==> config.mk <==
export PLATFORM = sky130hd
export DESIGN_NAME = benes_network
export DESIGN_NICKNAME = d
export VERILOG_FILES = /design/src/perm_pkg.sv /design/src/benes_network.sv
export VERILOG_INCLUDE_DIRS = /design/src
export SDC_FILE = /design/constraint.sdc
export NUM_CORES = 2
export LEC_CHECK = 0
export ABC_CLOCK_PERIOD_IN_PS = 3100
export BUFFER_PORTS_ARGS = -buffer_cell sky130_fd_sc_hd__buf_2
export CELL_PAD_IN_SITES_DETAIL_PLACEMENT = 1
export CELL_PAD_IN_SITES_GLOBAL_PLACEMENT = 1
export CORE_MARGIN = 2
export CORE_UTILIZATION = 56
export DETAILED_ROUTE_END_ITERATION = 10
export PLACE_DENSITY_LB_ADDON = 0.1
export SETUP_SLACK_MARGIN = 0.2
export SLEW_MARGIN = 20
export SYNTH_ARGS = -nofsm -noshare
export SYNTH_HDL_FRONTEND = slang
export SYNTH_SLANG_ARGS = --single-unit
==> constraint.sdc <==
create_clock -name CLK -period 3.1 [get_ports CLK]
set_input_delay 0.31 -clock CLK [delete_from_list [all_inputs] [get_ports CLK]]
set_output_delay 0.31 -clock CLK [all_outputs]
set_load 0.1 [all_outputs]
==> src/perm_consts.svh <==
`ifndef PERM_CONSTS_SVH
`define PERM_CONSTS_SVH

// datapath shape
`define PERM_LANES 32
`define PERM_LANE_W 16
`define PERM_STAGES 9

// one control bit per 2x2 switch, 16 switches per stage
`define PERM_CTRL_W 144

`define PERM_SLOTS 4
`define PERM_TAG_W 8

// input buffer depth, equal to the sender's starting credits
`define PERM_IN_DEPTH 4

// credits granted by the sink after reset
`define PERM_OUT_CREDITS 4

`endif

==> src/perm_pkg.sv <==
`default_nettype none

`include "perm_consts.svh"

package perm_pkg;

    typedef enum logic [1:0] {
        OP_NOP      = 2'd0,
        OP_LOAD_CFG = 2'd1,
        OP_PERMUTE  = 2'd2
    } perm_op_t;

    typedef logic [`PERM_LANES-1:0][`PERM_LANE_W-1:0] lane_vec_t;

    // travels beside the lanes through every pipeline register
    typedef struct packed {
        logic                   valid;
        logic [`PERM_TAG_W-1:0] tag;
    } perm_meta_t;

    typedef struct packed {
        perm_op_t               op;
        logic [1:0]             slot;
        logic [`PERM_TAG_W-1:0] tag;
        lane_vec_t              lanes;
    } perm_beat_t;

    typedef struct packed {
        logic [`PERM_TAG_W-1:0] tag;
        lane_vec_t              lanes;
    } perm_out_t;

    typedef logic [`PERM_CTRL_W-1:0] benes_ctrl_t;

endpackage

`default_nettype wire

==> src/benes_network.sv <==
`timescale 1ns/1ps
`default_nettype none

`include "perm_consts.svh"

module benes_network import perm_pkg::*; (
    input  logic        CLK,
    input  logic        nRST,
    input  perm_meta_t  in_meta,
    input  lane_vec_t   in_lanes,
    input  benes_ctrl_t ctrl,
    output perm_meta_t  out_meta,
    output lane_vec_t   out_lanes
);

    // switches per stage
    localparam int SW   = `PERM_LANES / 2;
    localparam int HALF = `PERM_STAGES / 2;

    genvar s, p;

    generate
        for (s = 0; s < `PERM_STAGES; s++) begin : g_stage
            // distances 1,2,4,8,16,8,4,2,1
            localparam int LOG_D = (s <= HALF) ? s : (`PERM_STAGES - 1 - s);
            localparam int DIST  = 1 << LOG_D;
            // control still unused when the beat reaches this stage
            localparam int CW    = `PERM_CTRL_W - SW * s;

            lane_vec_t       in_l;
            perm_meta_t      in_m;
            logic [CW-1:0]   in_c;
            lane_vec_t       out_l;

            if (s == 0) begin : g_src
                assign in_l = in_lanes;
                assign in_m = in_meta;
                assign in_c = ctrl;
            end else begin : g_src
                // register between stage s-1 and stage s
                always_ff @(posedge CLK or negedge nRST) begin
                    if (!nRST) begin
                        in_l <= '0;
                        in_m <= '0;
                        in_c <= '0;
                    end else begin
                        in_l <= g_stage[s-1].out_l;
                        in_m <= g_stage[s-1].in_m;
                        in_c <= g_stage[s-1].in_c[CW+SW-1:SW];
                    end
                end
            end

            for (p = 0; p < SW; p++) begin : g_pair
                // insert a zero at bit LOG_D of the rank to get the lower lane
                localparam int LO = ((p >> LOG_D) << (LOG_D + 1)) | (p & (DIST - 1));
                localparam int HI = LO + DIST;

                assign out_l[LO] = in_c[p] ? in_l[HI] : in_l[LO];
                assign out_l[HI] = in_c[p] ? in_l[LO] : in_l[HI];
            end
        end
    endgenerate

    // last stage is combinational after the final register
    assign out_lanes = g_stage[`PERM_STAGES-1].out_l;
    assign out_meta  = g_stage[`PERM_STAGES-1].in_m;

endmodule

`default_nettype wire

* Word-level counts from Yosys, hierarchy flattened
Cells that the tools add are included.
Storage, ports and cells: register bits 4744, input port bits 667, output and inout port bits 521, word-level logic and storage cells 568
Operators by class: muxes and demuxes 288
Operators with widths (number):
- $mux W16 | 288

* Logic depth before layout (Yosys ltp)
depth in word-level cells 1, depth in mapped cells 3, depth with buffers taken out 1

* Worst setup path after synthesis
OpenSTA, ideal clock, no wires.
kind register to output, from register g_stage[8].in_c[7], to output out_lanes[227] (netlist name), arrival 1178 ps, setup slack 1612 ps, stages on the path, launching flop included 4, path buffers 2, cell sequence dfrtp_1 -> buf_6 -> buf_12 -> mux2_2
RTL lines:
- start: declaration | line benes_network.sv:32 | logic [CW-1:0] in_c;
- start signal: assignment | line benes_network.sv:49 | in_c <= g_stage[s-1].in_c[CW+SW-1:SW];
- end: declaration | line benes_network.sv:13 | output lane_vec_t out_lanes

==> results.yml <==
timing:
  post-route-period-util_pct: 92.19
  rsz0062_at_grt: "false"
  layout_setup_ws_ps: 242.2
  setup_violations: 0
  hold_ws_ps: 63.41
  finalHoldViolations: 0
  finalSetupTns_ps: 0
  relSlewSlack_pct: 15.25
  drv_slew: 0
  finalCriticalPeriod_ps: 2858
  fmax_mhz: 349.9
  finClkSkew_ps: 67.88
  worst_pin_slew_ps: 1271
synth:
  ys_warn_count: 0
  yosysUniqueCellTypes: 5
  ys_seq_area_share_pct: 65.06
  syn_avg_cell_area_sq_um: 18.38
  yosys.area.top_type_share_pct: 65.06
  async_reset_ff_share_pct: 100.0
  yosysTopAreaCell: "dfrtp_1"
  ys_ff_latch: 4744
  synth-edff-count: 0
  synthTopCellsByCount: "4744 x dfrtp_1, 3200 x mux2_2, 1408 x mux2_4, 564 x buf_6, 12 x buf_12"
  synth_most_common_cell: "dfrtp_1"
  synth_area_leaders: "dfrtp_1 65%, mux2_2 20%, mux2_4 12%, buf_6 3.5%, buf_12 0.13%"
  syn-num-nets: 10600
  syn_area_sq_um: 182500
  ys_dominant_reg_cell: "dfrtp_1"
  synth_cells: 9928
worst_setup_path:
  startpoint_type: "flop"
  required_ps: 2790
  arrival_ps: 2550
  crit_path_max_fanout: 32
  critical_path_class: "reg2out"
  critPathCaptureType: "output port"
place:
  place.gp.congestion: 1.067
  dp.final_hpwl_um: 529700
  io_buffers: 1187
  pre_cts_ws_ps: 1037
  placedCellCount: 15130
  placed_area_sq_um: 190000
power:
  ir_drop_uv: 738.7
  cellPowerDensity_nw_per_um2: 854.5
  p_leak_nw: 97.85
  fin_total_pwr_mw: 185.7
clock_tree:
  insertion_delay_ps: 1040
  numCtsBuffers: 459
  cts_sinks: 4744
  clk_pin_slew_ps: 80
  clockBufferDepth: 4
  ctsRootBufferMaster: "clkbuf_16"
  cts-htree-levels: 5
  tritoncts: "done"
global_routing:
  overflow: 0
  grt_start_max_net_pins: 127
  gr-usage-all-layers_pct: 44.66
  grt_pass1_vias: 110500
  grt_pass1_wl_um: 992600
  antenna_found_initial: 269
run:
  drv_cap: 0
floorplan:
  initial_core_util_pct: 56.28
  dieArea_sq_um: 330400
  die_y_um: 574.8
  placementRows: 209
  num_io_pins: 1188
  die_w_um: 574.8
  coreArea_sq_um: 324300
drt:
  vias: 108200
  drt-initial-drc-count: 12020
  wl_per_cell_um: 45.99
  route.detailed.drc: 0
  ant_nets: 0
  drt_first_pass_iters: 6
  wirelength_um: 798300
  viasPerCell: 6.234
cells_and_area:
  layoutNonFillerInstCount: 17360
  design_area_sq_um: 217400
  fin_nets: 12980
  area_growth_syn_to_layout_pct: 19.12
  drive_above_1_share_pct: 54.05
  utilization_pct: 67.04
status:
  status: "finished clean"
min_path:
  hold_path.class: "in2reg"
worst max-delay path, cell delays in order, from the launching register on:
cell     delay (ps)
dfrtp_4         810
mux2_2          280
buf_2           440
final timing paths:
check | from | endpoint | slack, ps | depth (start not counted)
max in group asynchronous | nRST | g_stage[5].in_l[184]$_DFF_PN0_ | 1690 | 4
min in group asynchronous | nRST | g_stage[5].in_m[5]$_DFF_PN0_ | 410 | 3
worst max register to register | g_stage[1].in_c[9]$_DFF_PN0_ | g_stage[2].in_l[319]$_DFF_PN0_ | 1260 | 1
worst max-delay path | g_stage[8].in_c[5]$_DFF_PN0_ | out_lanes[178] | 240 | 2
worst min-delay path | ctrl[14] | g_stage[1].in_l[477]$_DFF_PN0_ | 60 | 2
worst min register to register | g_stage[1].in_c[42]$_DFF_PN0_ | g_stage[2].in_c[26]$_DFF_PN0_ | 340 | 0
power breakdown:
group	internal, mW	total [mW]	switching (mW)
sequential	71.2	82.0	10.8
combinational	13.3	42.0	28.7
clock	34.7	61.8	27.1
total	119	186	66.6
logic make-up after synthesis:
kind of cell,Yosys count,share of synthesized area [%]
flops,4744,65.06
buf+inv,576,3.612
mux,4608,31.33
repair_timing:
action                                   CTS  global route
hold buffers                            1046             1
endpoints found under the hold margin   1780            16
pin swaps                                  0             0
resized for setup                          6             2
setup buffers                              0             1
endpoints found under the setup margin   156             7
layer usage:
metal / wire length, um / GRT usage (%)
met1: 295800 / 58.54
met2: 357200 / 69.47
met3: 70680 / 8.565
met4: 74110 / 27.34
met5: 513 / 0
state kept, by name, summed over array words and instances, names as in the netlist:
register / flops
g_stage.in_l: 4096
g_stage.in_c: 576
out_meta: 9
g_stage.in_m: 63
cells in the final DEF (no fill, tap or decap), types with 57 or more instances in the layout:
cell / n
dlygate4sd3_1: 1047
clkinv_2: 97
buf_4: 212
buf_12: 58
mux2_4: 1408
bufinv_16: 57
buf_2: 1185
diode_2: 331
mux2_2: 3200
clkbuf_8: 98
clkbuf_1: 78
clkbuf_16: 465
dfrtp_1: 4712
layout make-up:
type / instances / area [sq um]
timing repair buffer: 2504 / 19190
clock buffer: 641 / 13280
clock inverter: 205 / 2726
antenna: 331 / 828.3
tap: 4325 / 5411
sequential: 4744 / 118800
multi-input combinational: 4608 / 57170
fill: 27060 / 106900
Power figures use the tool's default switching activity.
