$ cat config.mk
export PLATFORM = sky130hd
export DESIGN_NAME = benes_cfg_store
export DESIGN_NICKNAME = d
export VERILOG_FILES = /design/src/perm_pkg.sv /design/src/benes_cfg_store.sv
export VERILOG_INCLUDE_DIRS = /design/src
export SDC_FILE = /design/constraint.sdc
export NUM_CORES = 1
export LEC_CHECK = 0
export ABC_AREA = 1
export BUFFER_PORTS_ARGS = -buffer_cell sky130_fd_sc_hd__buf_2
export CAP_MARGIN = 30
export CELL_PAD_IN_SITES_DETAIL_PLACEMENT = 1
export CELL_PAD_IN_SITES_GLOBAL_PLACEMENT = 2
export CORE_MARGIN = 2
export CORE_UTILIZATION = 31
export DETAILED_ROUTE_END_ITERATION = 10
export PLACE_DENSITY = 0.76
export RECOVER_POWER = 100
export SYNTH_ARGS = -nofsm -noshare
export SYNTH_HDL_FRONTEND = slang
export SYNTH_SLANG_ARGS = --single-unit
export TNS_END_PERCENT = 5
$ cat constraint.sdc
create_clock -name CLK -period 0.8 [get_ports CLK]
set_input_delay 0.04 -clock CLK [delete_from_list [all_inputs] [get_ports CLK]]
set_output_delay 0.04 -clock CLK [all_outputs]
set_load 0.02 [all_outputs]
$ cat src/perm_consts.svh
`ifndef PERM_CONSTS_SVH
`define PERM_CONSTS_SVH

// datapath shape
`define PERM_LANES 32
`define PERM_LANE_W 16
`define PERM_STAGES 9

// one control bit per 2x2 switch, 16 switches per stage
`define PERM_CTRL_W 144

`define PERM_SLOTS 4
`define PERM_TAG_W 8

// input buffer depth, equal to the sender's starting credits
`define PERM_IN_DEPTH 4

// credits granted by the sink after reset
`define PERM_OUT_CREDITS 4

`endif

$ cat src/perm_pkg.sv
`default_nettype none

`include "perm_consts.svh"

package perm_pkg;

    typedef enum logic [1:0] {
        OP_NOP      = 2'd0,
        OP_LOAD_CFG = 2'd1,
        OP_PERMUTE  = 2'd2
    } perm_op_t;

    typedef logic [`PERM_LANES-1:0][`PERM_LANE_W-1:0] lane_vec_t;

    // travels beside the lanes through every pipeline register
    typedef struct packed {
        logic                   valid;
        logic [`PERM_TAG_W-1:0] tag;
    } perm_meta_t;

    typedef struct packed {
        perm_op_t               op;
        logic [1:0]             slot;
        logic [`PERM_TAG_W-1:0] tag;
        lane_vec_t              lanes;
    } perm_beat_t;

    typedef struct packed {
        logic [`PERM_TAG_W-1:0] tag;
        lane_vec_t              lanes;
    } perm_out_t;

    typedef logic [`PERM_CTRL_W-1:0] benes_ctrl_t;

endpackage

`default_nettype wire

$ cat src/benes_cfg_store.sv
`timescale 1ns/1ps
`default_nettype none

`include "perm_consts.svh"

module benes_cfg_store import perm_pkg::*; (
    input  logic        CLK,
    input  logic        nRST,
    input  logic        cfg_we,
    input  logic [1:0]  cfg_slot,
    input  benes_ctrl_t cfg_data,
    input  logic [1:0]  rd_slot,
    output benes_ctrl_t rd_ctrl
);

    benes_ctrl_t slots [`PERM_SLOTS];

    // all-zero setting is the identity permutation
    always_ff @(posedge CLK or negedge nRST) begin
        if (!nRST) begin
            for (int i = 0; i < `PERM_SLOTS; i++) begin
                slots[i] <= '0;
            end
        end else if (cfg_we) begin
            slots[cfg_slot] <= cfg_data;
        end
    end

    // combinational read, new value visible the cycle after the write
    assign rd_ctrl = slots[rd_slot];

endmodule

`default_nettype wire

# ---- After elaboration in Yosys (flattened, before gate mapping)
# Index checks and enable logic that the tools add are counted.
dict set report totals {
  regBits 576
  input_bits 151
}
dict set report op_classes {
  order_cmp 3
  mux 6
  n_bitwise 2
  n_reduce_logical 1
}
# cell n
set ops {}
lappend ops {{bitwise mux 576 bit} 1}
lappend ops {{two-way mux 144 bit} 3}
lappend ops {{binary-select mux 144 bit (select 2 bit)} 1}
lappend ops {{demux 144 bit (select 2 bit)} 1}
lappend ops {{greater-or-equal comparator 3 bit (second input constant)} 2}
lappend ops {{NOT 2 -> 3 bit} 2}
lappend ops {{less-than comparator 3 x 1 -> 1 bit (second input constant)} 1}
lappend ops {{logical AND 1 bit} 1}

# ---- Logic depth before layout (Yosys ltp)
dict set report depth {
  depth_word 6
  ltp_mapped 7
}

# ---- Worst setup path before layout
# No wires, ideal clock.
dict set report synth_timing {
  path_type {input to register}
  from {in cfg_slot[0]}
  to {reg slots[508] in the netlist's numbering}
  arrival_ns 0.864
  t_required_ns 0.684
  setup_slack_ns -0.181
  cell_stages 7
  n_path_buf 3
  cell_sequence {buf_4 > nor2_8 > nand2_2 > buf_4 > buf_4 > nand2_1 > nand2_1}
}
dict set report synth_via {
  elab_chain_cells 6
}
# item line_no
set synth_lines {}
lappend synth_lines {{start, declared} benes_cfg_store.sv:10} ;# input logic [1:0] cfg_slot,
lappend synth_lines {{NOT 2 -> 3 bit (implied by the code) (*)} benes_cfg_store.sv:25} ;# slots[cfg_slot] <= cfg_data;
lappend synth_lines {{greater-or-equal comparator 3 bit (implied by the code) or less-than comparator 3 x 1 -> 1 bit (tied branches)} benes_cfg_store.sv:25}
lappend synth_lines {{logical AND 1 bit (implied by the code)} benes_cfg_store.sv:25}
lappend synth_lines {{two-way mux 144 bit (implied by the code)} benes_cfg_store.sv:25}
lappend synth_lines {{demux 144 bit (select 2 bit) (*)} benes_cfg_store.sv:25}
lappend synth_lines {{bitwise mux 576 bit (*)} benes_cfg_store.sv:25}
lappend synth_lines {{end signal, assigned by index} benes_cfg_store.sv:25}
lappend synth_lines {{end, declared} benes_cfg_store.sv:16} ;# benes_ctrl_t slots [`PERM_SLOTS];
# Every way passes the cells marked *; elsewhere a longest branch is shown, timed or not.
# A chain may end at the register's enable or synchronous reset.

# ---- Worst setup path in the final report
dict set report layout_timing {
  from {reg slots[529] in the netlist's numbering}
  to {out rd_ctrl[97]}
}
dict set report layout_via {
  elab_chain_cells 3
}
# item line_no
set layout_lines {}
lappend layout_lines {{binary-select mux 144 bit (select 2 bit)} benes_cfg_store.sv:30} ;# assign rd_ctrl = slots[rd_slot];
lappend layout_lines {{two-way mux 144 bit (implied by the code) (2 in a row)} benes_cfg_store.sv:30}
lappend layout_lines {{end, declared} benes_cfg_store.sv:13} ;# output benes_ctrl_t rd_ctrl
# No other way between the ends. The select of a mux whose other input is x is not followed.

==> reports/results.txt <==
status = finished, violations left
failing checks = negative hold slack, negative setup slack
die width = 313.8 um
first-pass GRT wire length = 179600 um
FMAX = 0.6633 GHz
Post-CTS Hold Buffers = 159
RSZ-0062 raised after global routing = yes
CP Launch Type = flop
post-synthesis net count = 4346
Placer Congestion = 0.7871
Cells after Synth = 4195
largest net degree at the start of global routing = 58
post-synth cell types = 17
CP Max Fanout = 2
core area = 95010 um^2
PwrDens = 2235 nW/um^2
vias in the first global route = 30750
H-tree Lvls = 3
FF+latch count, synth = 576
hold slack = -0.04852 ns
Clock Latency Late Sink = 0.62 ns
synth top area cells = dfrtp_1, nand2_1, inv_1
Reg-to-Reg End = slots[244]
global route overflow = 0
fraction of layout cells with a size suffix above 1 = 21.63%
crit path capture type = output port
Initial Utilization = 31.32%
Most flops, register = slots
# setup viols final = 371
Die ar. = 98480 um^2
Clock Path Buffers = 3
CTS Buf Count = 74
Iteration-0 DRC Markers = 1732
via count = 29080
PortBufs = 294
worst min path class = in2reg
die height = 313.8 um
skew final = 0 ns
Detailed Route WL = 114300 um
Routed Antenna Nets = 0
mapped cell area = 29750 um^2
CTS tree = built
P_leak = 22.89 nW
Detailed Place HPWL = 73470 um
min-delay src = cfg_slot[0]
Final period util = 188.4%
ANT cells = 0
Top Registers = slots: 576 flops
placed insts = 5770
clk slew on worst S/H paths = 0.06 ns
reg2reg path depth = 4
initial antenna violation count = 0
Syn Area/Cell = 7.093 um^2
YS warnings = 0
GRT Total Usage = 23.15%
CTS Sinks = 576
Rel. slew slack = 54.80%
Min-Delay Path Depth = 5
Setup Crit Path Kind = reg2out
max FFs per register = 576
final hold viol count = 14
DR DRC count = 0
RR Startpoint = slots[244]
sequential element share of the synthesized area = 48.44%
setup slack after layout = -0.7076 ns
setup TNS = -123.83 ns
crit path time final = 1.508 ns
I/O pins = 295
Slew Viols, Final = 0
most common cell after layout, fill and taps aside = nand2_1
Final nets = 4953
CP Data Arrival Time = 1.47 ns
Max VDD drop = 1.353 mV
Initial DRT Pass Iterations = 5
Worst Hold Endpoint = slots[468]
final cell count without fillers = 6115
commonest non-fill, non-tap cells in the layout = nand2_1, inv_1, dfrtp_1
Wirelength per Cell = 18.69 um
via-per-instance ratio = 4.755
total of max-cap violations = 0
Layout area overhead = 38.69%
Synth area leader = dfrtp_1
required time of the critical path = 0.76 ns
Worst Max-Slew Pin Slew = 0.6780 ns
floorplan row count = 113
R2R Setup Slk = -0.05 ns
clk root buf = clkbuf_16
post-synth top area share = 48.44%
[cell families after synthesis]
logic type,Yosys count,share of synthesized area [%]
AOI/OAI and AO/OA,144,2.422
and+or+nand+nor,2453,35.39
DFF,576,48.44
buffers and inverters,1022,13.75
[through the flow]
stage | cell area (um^2) | power (W) | utilization, % | worst slack [ns]
floorplan | 29890 | 0.04696 | - | -0.1310
global placement | 35470 | 0.05545 | 37.33 | -0.4043
detailed placement | 35470 | 0.05598 | 37.33 | -0.4097
CTS | 40090 | 0.09181 | 42.20 | -0.7513
global route | 41270 | 0.09748 | 43.44 | -0.7857
finish | 41270 | 0.09223 | 43.44 | -0.7076
[power breakdown]
part / total (W) / internal (W) / switching [W] / leakage, nW
Clock: 0.0337 / 0.0202 / 0.0135 / 1.18
Combinational: 0.0222 / 0.00930 / 0.0129 / 14.5
Sequential: 0.0363 / 0.0338 / 0.00254 / 7.19
Total: 0.0922 / 0.0633 / 0.0289 / 22.9
[cells in the mapped netlist]
master    count
nand2_1    1728
inv_1       720
dfrtp_1     576
nand3_1     432
nand4_1     288
o21ai_0     143
buf_2       142
clkbuf_1    105
buf_1        34
buf_4        14
buf_6         3
inv_2         3
nand3_4       3
inv_4         1
nand2_2       1
nor2_8        1
o21ai_1       1
[per-layer routing]
metal	vias to the layer above	wire (um)	GRT usage, %
met4	0	2364	5.361
met1	14390	52920	31.02
li1	14080	-	-
met2	462	55280	39.54
met5	-	0	0
met3	140	3736	3.186
[worst max-delay path by stage]
stage	startpoint	endpoint	slack (ns)	cells past startpoint
final	slots[529]	rd_ctrl[97]	-0.71	5
after CTS	slots[96]	rd_ctrl[96]	-0.75	5
after floorplan	rd_slot[1]	rd_ctrl[101]	-0.13	6
after detailed placement	rd_slot[0]	rd_ctrl[82]	-0.41	7
after global placement	rd_slot[0]	rd_ctrl[82]	-0.40	7
after global routing	slots[529]	rd_ctrl[97]	-0.79	5
[repair_timing]
action                                 4_1_cts  5_1_grt
buffers inserted                             9       53
pin swaps                                   43       67
endpoints found under the hold margin     1152       10
setup endpoints to repair                  144      314
resized for setup                          176      294
[cell type report]
class / instances / area, um^2
fill: 11580 / 53740
timing repair buffer: 829 / 7913
multi-input combinational: 2597 / 12230
clock inverter: 17 / 225.2
sequential: 576 / 14410
inverter: 724 / 2740
clock buffer: 107 / 2160
tap: 1265 / 1583
[critical path, stage by stage (launching register included)]
cell	delay, ns
dfrtp_1	0.40
inv_2	0.06
nand2_2	0.08
nand3_4	0.12
nand2_2	0.07
buf_6	0.13
(Power assumes the default switching activity.)
