## config.mk

```make
export PLATFORM = sky130hd
export DESIGN_NAME = perm_issue_ctrl
export DESIGN_NICKNAME = d
export VERILOG_FILES = /design/src/perm_pkg.sv /design/src/perm_issue_ctrl.sv
export VERILOG_INCLUDE_DIRS = /design/src
export SDC_FILE = /design/constraint.sdc
export NUM_CORES = 1
export LEC_CHECK = 0
export BUFFER_PORTS_ARGS = -buffer_cell sky130_fd_sc_hd__buf_2
export CAP_MARGIN = 20
export CORE_AREA = 2 2 471 473
export DETAILED_ROUTE_END_ITERATION = 6
export DIE_AREA = 0 0 473 475
export GPL_ROUTABILITY_DRIVEN = 0
export GPL_TIMING_DRIVEN = 0
export PLACE_DENSITY_LB_ADDON = 0.1
export SYNTH_ARGS = -nofsm -noshare
export SYNTH_HDL_FRONTEND = slang
export SYNTH_SLANG_ARGS = --single-unit
```

## constraint.sdc

```tcl
create_clock -name CLK -period 2.6 [get_ports CLK]
set_input_delay 0.39 -clock CLK [delete_from_list [all_inputs] [get_ports CLK]]
set_output_delay 0.39 -clock CLK [all_outputs]
set_load 0.01 [all_outputs]
```

## src/perm_consts.svh

```systemverilog
`ifndef PERM_CONSTS_SVH
`define PERM_CONSTS_SVH

// datapath shape
`define PERM_LANES 32
`define PERM_LANE_W 16
`define PERM_STAGES 9

// one control bit per 2x2 switch, 16 switches per stage
`define PERM_CTRL_W 144

`define PERM_SLOTS 4
`define PERM_TAG_W 8

// input buffer depth, equal to the sender's starting credits
`define PERM_IN_DEPTH 4

// credits granted by the sink after reset
`define PERM_OUT_CREDITS 4

`endif

```

## src/perm_pkg.sv

```systemverilog
`default_nettype none

`include "perm_consts.svh"

package perm_pkg;

    typedef enum logic [1:0] {
        OP_NOP      = 2'd0,
        OP_LOAD_CFG = 2'd1,
        OP_PERMUTE  = 2'd2
    } perm_op_t;

    typedef logic [`PERM_LANES-1:0][`PERM_LANE_W-1:0] lane_vec_t;

    // travels beside the lanes through every pipeline register
    typedef struct packed {
        logic                   valid;
        logic [`PERM_TAG_W-1:0] tag;
    } perm_meta_t;

    typedef struct packed {
        perm_op_t               op;
        logic [1:0]             slot;
        logic [`PERM_TAG_W-1:0] tag;
        lane_vec_t              lanes;
    } perm_beat_t;

    typedef struct packed {
        logic [`PERM_TAG_W-1:0] tag;
        lane_vec_t              lanes;
    } perm_out_t;

    typedef logic [`PERM_CTRL_W-1:0] benes_ctrl_t;

endpackage

`default_nettype wire

```

## src/perm_issue_ctrl.sv

```systemverilog
`timescale 1ns/1ps
`default_nettype none

`include "perm_consts.svh"

module perm_issue_ctrl import perm_pkg::*; (
    input  logic        CLK,
    input  logic        nRST,
    input  logic        head_valid,
    input  perm_beat_t  head_beat,
    input  logic        out_credit,
    output logic        pop,
    output logic        cfg_we,
    output logic [1:0]  cfg_slot,
    output benes_ctrl_t cfg_data,
    output logic [1:0]  rd_slot,
    output perm_meta_t  net_meta,
    output lane_vec_t   net_lanes
);

    localparam int CR_W = $clog2(`PERM_OUT_CREDITS + 1);
    localparam logic [CR_W-1:0] CR_MAX = CR_W'(`PERM_OUT_CREDITS);

    logic [CR_W-1:0] credit_cnt;
    logic            has_credit;
    logic            issue;

    assign has_credit = (credit_cnt != '0);

    // decode the head beat
    always_comb begin
        pop    = 1'b0;
        cfg_we = 1'b0;
        issue  = 1'b0;
        if (head_valid) begin
            case (head_beat.op)
                OP_LOAD_CFG: begin
                    pop    = 1'b1;
                    cfg_we = 1'b1;
                end
                OP_PERMUTE: begin
                    // wait in the buffer until the sink has room
                    pop   = has_credit;
                    issue = has_credit;
                end
                default: begin
                    pop = 1'b1;
                end
            endcase
        end
    end

    // lane k holds control bits 16k..16k+15
    always_comb begin
        cfg_data = '0;
        for (int k = 0; k < `PERM_STAGES; k++) begin
            cfg_data[k*`PERM_LANE_W +: `PERM_LANE_W] = head_beat.lanes[k];
        end
    end

    assign cfg_slot       = head_beat.slot;
    assign rd_slot        = head_beat.slot;
    assign net_meta.valid = issue;
    assign net_meta.tag   = head_beat.tag;
    assign net_lanes      = head_beat.lanes;

    always_ff @(posedge CLK or negedge nRST) begin
        if (!nRST) begin
            credit_cnt <= CR_MAX;
        end else if (issue && !out_credit) begin
            credit_cnt <= credit_cnt - 1'b1;
        end else if (out_credit && !issue) begin
            credit_cnt <= credit_cnt + 1'b1;
        end
    end

    // sink returns no more credits than it granted
    a_credit_max: assert property (@(posedge CLK) disable iff (!nRST)
        credit_cnt <= CR_MAX)
        else $error("output credit count above grant");

endmodule

`default_nettype wire

```

==> Word level (Yosys, flattened, before mapping) <==
Index checks and enable logic that the tools add are counted.
{ "op_classes": {"reduce_logical": 6, "add_sub_neg": 2, "eq_ne": 2, "muxes": 8} }
{ "op_table": {"columns": ["operator", "n"], "rows": [
  ["1-bit two-way mux", 6],
  ["3-bit two-way mux", 2],
  ["3-bit by 1-bit adder with 3-bit output (second input constant)", 1],
  ["3-bit nonzero test", 1],
  ["3-bit by 1-bit subtractor with 3-bit output (second input constant)", 1],
  ["2-bit by 1-bit == test with 1-bit output (second input constant)", 1],
  ["2-bit == test (second input constant)", 1],
  ["1-bit logical AND", 2],
  ["1-bit zero test", 2],
  ["2-bit nonzero test", 1]
]} }
{ "word_totals": {"elab_cells": 19, "reg_bits": 3, "output_inout_bits": 671, "in_bits": 528} }

==> Depth between registers and ports, before layout <==
{ "logic_depth": {"depth_word": 7, "depth_mapped": 8, "depth_no_buf": 8} }

==> Worst setup path after synthesis <==
OpenSTA, ideal clock, no wires.
{ "synth_path": {"kind": "register to register", "from": "register credit_cnt[2]", "to": "register credit_cnt[2]", "stages_incl_launch_ff": 9, "synth_period_minus_slack_ns": 1.999, "n_path_buf": 0, "setup_time_ns": 0.075, "t_arrival_ns": 1.924, "setup_slack_ns": 0.601, "required_time_ns": 2.525, "path_cell_list": "dfstp_2 -> nor3_1 -> nor4b_1 -> ha_1 -> inv_1 -> fa_1 -> xor2_1 -> nor2_1 -> xor2_1"} }
{ "synth_between": {"elab_chain_len": 6, "word_cells_on_any_way": 11, "classes_between": "2 x add/sub; 4 x mux; 5 x reduce/logical"} }
{ "synth_rtl": {"columns": ["element", "line", "rtl"], "rows": [
  ["start, declared", "perm_issue_ctrl.sv:24", "logic [CR_W-1:0] credit_cnt;"],
  ["start signal, assigned", "perm_issue_ctrl.sv:71", "credit_cnt <= credit_cnt - 1'b1;"],
  ["start signal, assigned", "perm_issue_ctrl.sv:73", "credit_cnt <= credit_cnt + 1'b1;"],
  ["3-bit nonzero test (*)", "perm_issue_ctrl.sv:28", "assign has_credit = (credit_cnt != '0);"],
  ["1-bit two-way mux (*)", "perm_issue_ctrl.sv:36", "case (head_beat.op)"],
  ["1-bit two-way mux (*)", "perm_issue_ctrl.sv:35", "if (head_valid) begin"],
  ["named net issue", "perm_issue_ctrl.sv:26", "logic issue;"],
  ["1-bit zero test", "perm_issue_ctrl.sv:72", "end else if (out_credit && !issue) begin"],
  ["1-bit logical AND", "perm_issue_ctrl.sv:72", null],
  ["2-bit nonzero test (no line)", null, null]
]} }
The timed path passes the listed nets; every way through them passes the cells marked *. The select of a mux whose other input is x is not followed.
A chain may end at the register's enable or synchronous reset.

==> Worst setup path in the final report <==
Ends and elaborated chain as after synthesis.

==> impl_metrics.toml <==
[detailed_routing]
ant_nets = 0
routed_wl_mm = 125.7
wl_per_cell_um = 29.50
route.detailed.vias_per_inst = 1.561
drt_iter0_markers = 122
drc = 0
firstDrtPassIters = 4
vias = 6650

[yosys]
synth-compound-area-share_pct = 0.1199
synth.area.top_cells = "buf_4 (96%), dfrtp_1 (0.96%), dfstp_2 (0.50%)"
synthSimpleGateAreaFrac_pct = 0.4316
synth-seq-cells = 3
ys_warn_count = 0
muxShareOfSynthArea_pct = 0.1918
syn-num-nets = 1219
yosysTopAreaCell = "buf_4"
synth_area_um2 = 5219
synth_top_family_by_area = "buffers and inverters"
synth_top_area_share_pct = 96.24
synth_fa_ha_area_share_pct = 0.6234
synthXorXnorAreaFrac_pct = 0.5035
synthCells = 689
synth_cell_types = 13
syn_area_per_cell_um2 = 7.574
ys_seq_area_share_pct = 1.462

[sta]
rsz0062_at_grt = "false"
slew_violations = 0
tightest_slew_ns = 0.4816
relSlewSlack_pct = 67.44
fin_ws_ns = 0.3337
period_share_pct = 87.16
hold_viol_final = 0
setup_violations = 0
max_freq_mhz = 441.3
fin_crit_ns = 2.266
hold_ws_ns = 0.5082
skew_ns = 0.0004431
setup_tns_ns = 0

[floorplan]
start_util_pct = 2.382
dieWidth_um = 473
dieArea_um2 = 224700
rows = 172
core_um2 = 219100
boundaryPins = 1199
die_y_um = 475

[pwr]
peakVddDrop_mv = 0.1370
power.density_nw_per_um2 = 214.0
power.leakage_nw = 6.020

[critical_path]
path_max_fanout = 2
path_cells = "nor3_1, nor4b_1, ha_1, inv_1, fa_1, xor2_1, nor2_1, xor2_1"
slowest_delay_ns = 0.52
critical_path_class = "flip-flop to flip-flop"
startpoint_type = "flip-flop"
worstSetupEndpointType = "flip-flop"
crit_top_cell = "xor2_1"
required_ns = 2.75
cp_data_arrival_time_ns = 2.41
cp_slowest_cell = "dfstp_2"

[global_routing]
grt-ovfl-total = 0
grt_usage_pct = 10.53
grt_pass1_wl_mm = 136.4
antenna_found_initial = 100
grt_pass1_vias = 6768
grt_max_degree = 4

[finish]
fin_nets = 1901
fillerInstances = 26140
final_common_cell = "buf_2"
final_cell_mix = "buf_2 (676), buf_4 (669), inv_1 (6)"
largest_reg_flops = 3
top_regs = "credit_cnt x3"
top_register = "credit_cnt"
syn2layout_area_growth_pct = 136.3
layout-drive-gt1-share_pct = 98.47

[cts]
tritoncts = "done"
cts.path.max_buffers = 2
clk_pin_slew_worst_paths_ns = 0.03
cts_buffers = 3
clock-sinks = 3
post_cts_resized = 0
cts_root_buf = "clkbuf_16"
cts_htree_levels = 1
clk_latency_ns = 0.22

[placement]
portBuffers = 676
hpwlAfterDp_mm = 124.1
place_ws_ns = 0.2108

[hold_path]
hold_class = "flip-flop to flip-flop"

[status]
status = "finished clean"

[flow_run]
maxCapViolCount = 0
## cell families (layout without fill, tap and decap cells)
group,after synthesis,in the layout
AOI/OAI and AO/OA,1,1
xor gates and xnor gates,3,3
adders and majority gates,2,2
buffers and inverters,675,1356
DFF,3,3
muxes,1,1
other,0,20
and+or+nand+nor,4,4
## per-layer routing
metal	global-route usage, %	vias up	share of wire (%)
met5	0	-	0.23
met4	0.6247	40	1.3
met3	12.10	172	25
met2	17.27	854	45
met1	8.680	2791	29
li1	-	2793	-
## worst max-delay path: cells and delay by family (launching register included)
family | cells | cell delay (ns)
simple gates | 3 | 0.63
flops | 1 | 0.52
xor+xnor | 2 | 0.32
buf+inv | 1 | 0.06
fa+ha+maj | 2 | 0.66
## synthesized netlist by cell type
cell type	count
xnor2_1	1
nor3_1	2
mux2i_1	1
dfrtp_1	2
nor4b_1	1
buf_4	669
xor2_1	2
dfstp_2	1
ha_1	1
nor2_1	1
inv_1	6
a31oi_1	1
fa_1	1
## layout make-up
class / count / area, um^2 / area share (%)
Inverter: 6 / 22.52 / 0.1826
Tap cell: 2871 / 3592 / 29.13
Antenna cell: 20 / 50.05 / 0.4058
Clock buffer: 4 / 78.83 / 0.6391
Multi-Input combinational cell: 11 / 97.59 / 0.7913
Buffer: 669 / 5022 / 40.72
Sequential cell: 3 / 76.32 / 0.6188
Timing Repair Buffer: 677 / 3393 / 27.51
## report_power, final
group | internal [mW] | total [mW] | switching (mW)
Clock | 0.202 | 0.245 | 0.0427
Sequential | 0.0784 | 0.0946 | 0.0162
Combinational | 1.03 | 2.30 | 1.27
Total | 1.31 | 2.64 | 1.33
## final timing paths
check                                     startpoint                   endpoint  slack, ns  cells after the start
max                        credit_cnt[2]$_DFFE_PN1P_  credit_cnt[2]$_DFFE_PN1P_       0.33                      8
min                        credit_cnt[0]$_DFFE_PN0P_  credit_cnt[0]$_DFFE_PN0P_       0.51                      1
max reg2reg                credit_cnt[2]$_DFFE_PN1P_  credit_cnt[2]$_DFFE_PN1P_       0.33                      8
min reg2reg                credit_cnt[0]$_DFFE_PN0P_  credit_cnt[0]$_DFFE_PN0P_       0.51                      1
max in group asynchronous                       nRST  credit_cnt[2]$_DFFE_PN1P_       1.76                      2
min in group asynchronous                       nRST  credit_cnt[1]$_DFFE_PN0P_       0.63                      2
## timing repair
item	4_1_cts	5_1_grt
endpoints found under the hold margin	2	0
setup endpoints to repair	0	0
hold buffers	1	0
buffers inserted	0	0
## metrics by stage
step           instance area [um^2]  util (%)  cells  power [mW]
3_5_place_dp                  12190     5.566   4236       2.481
5_1_grt                       12290     5.609   4243       2.866
6_report                      12330     5.629   4261       2.640
4_1_cts                       12280     5.607   4241       2.739
2_1_floorplan                  5219         -    689       1.223
3_3_place_gp                  12190     5.566   4236       2.501
No activity file was read; power rests on OpenSTA's default activity.
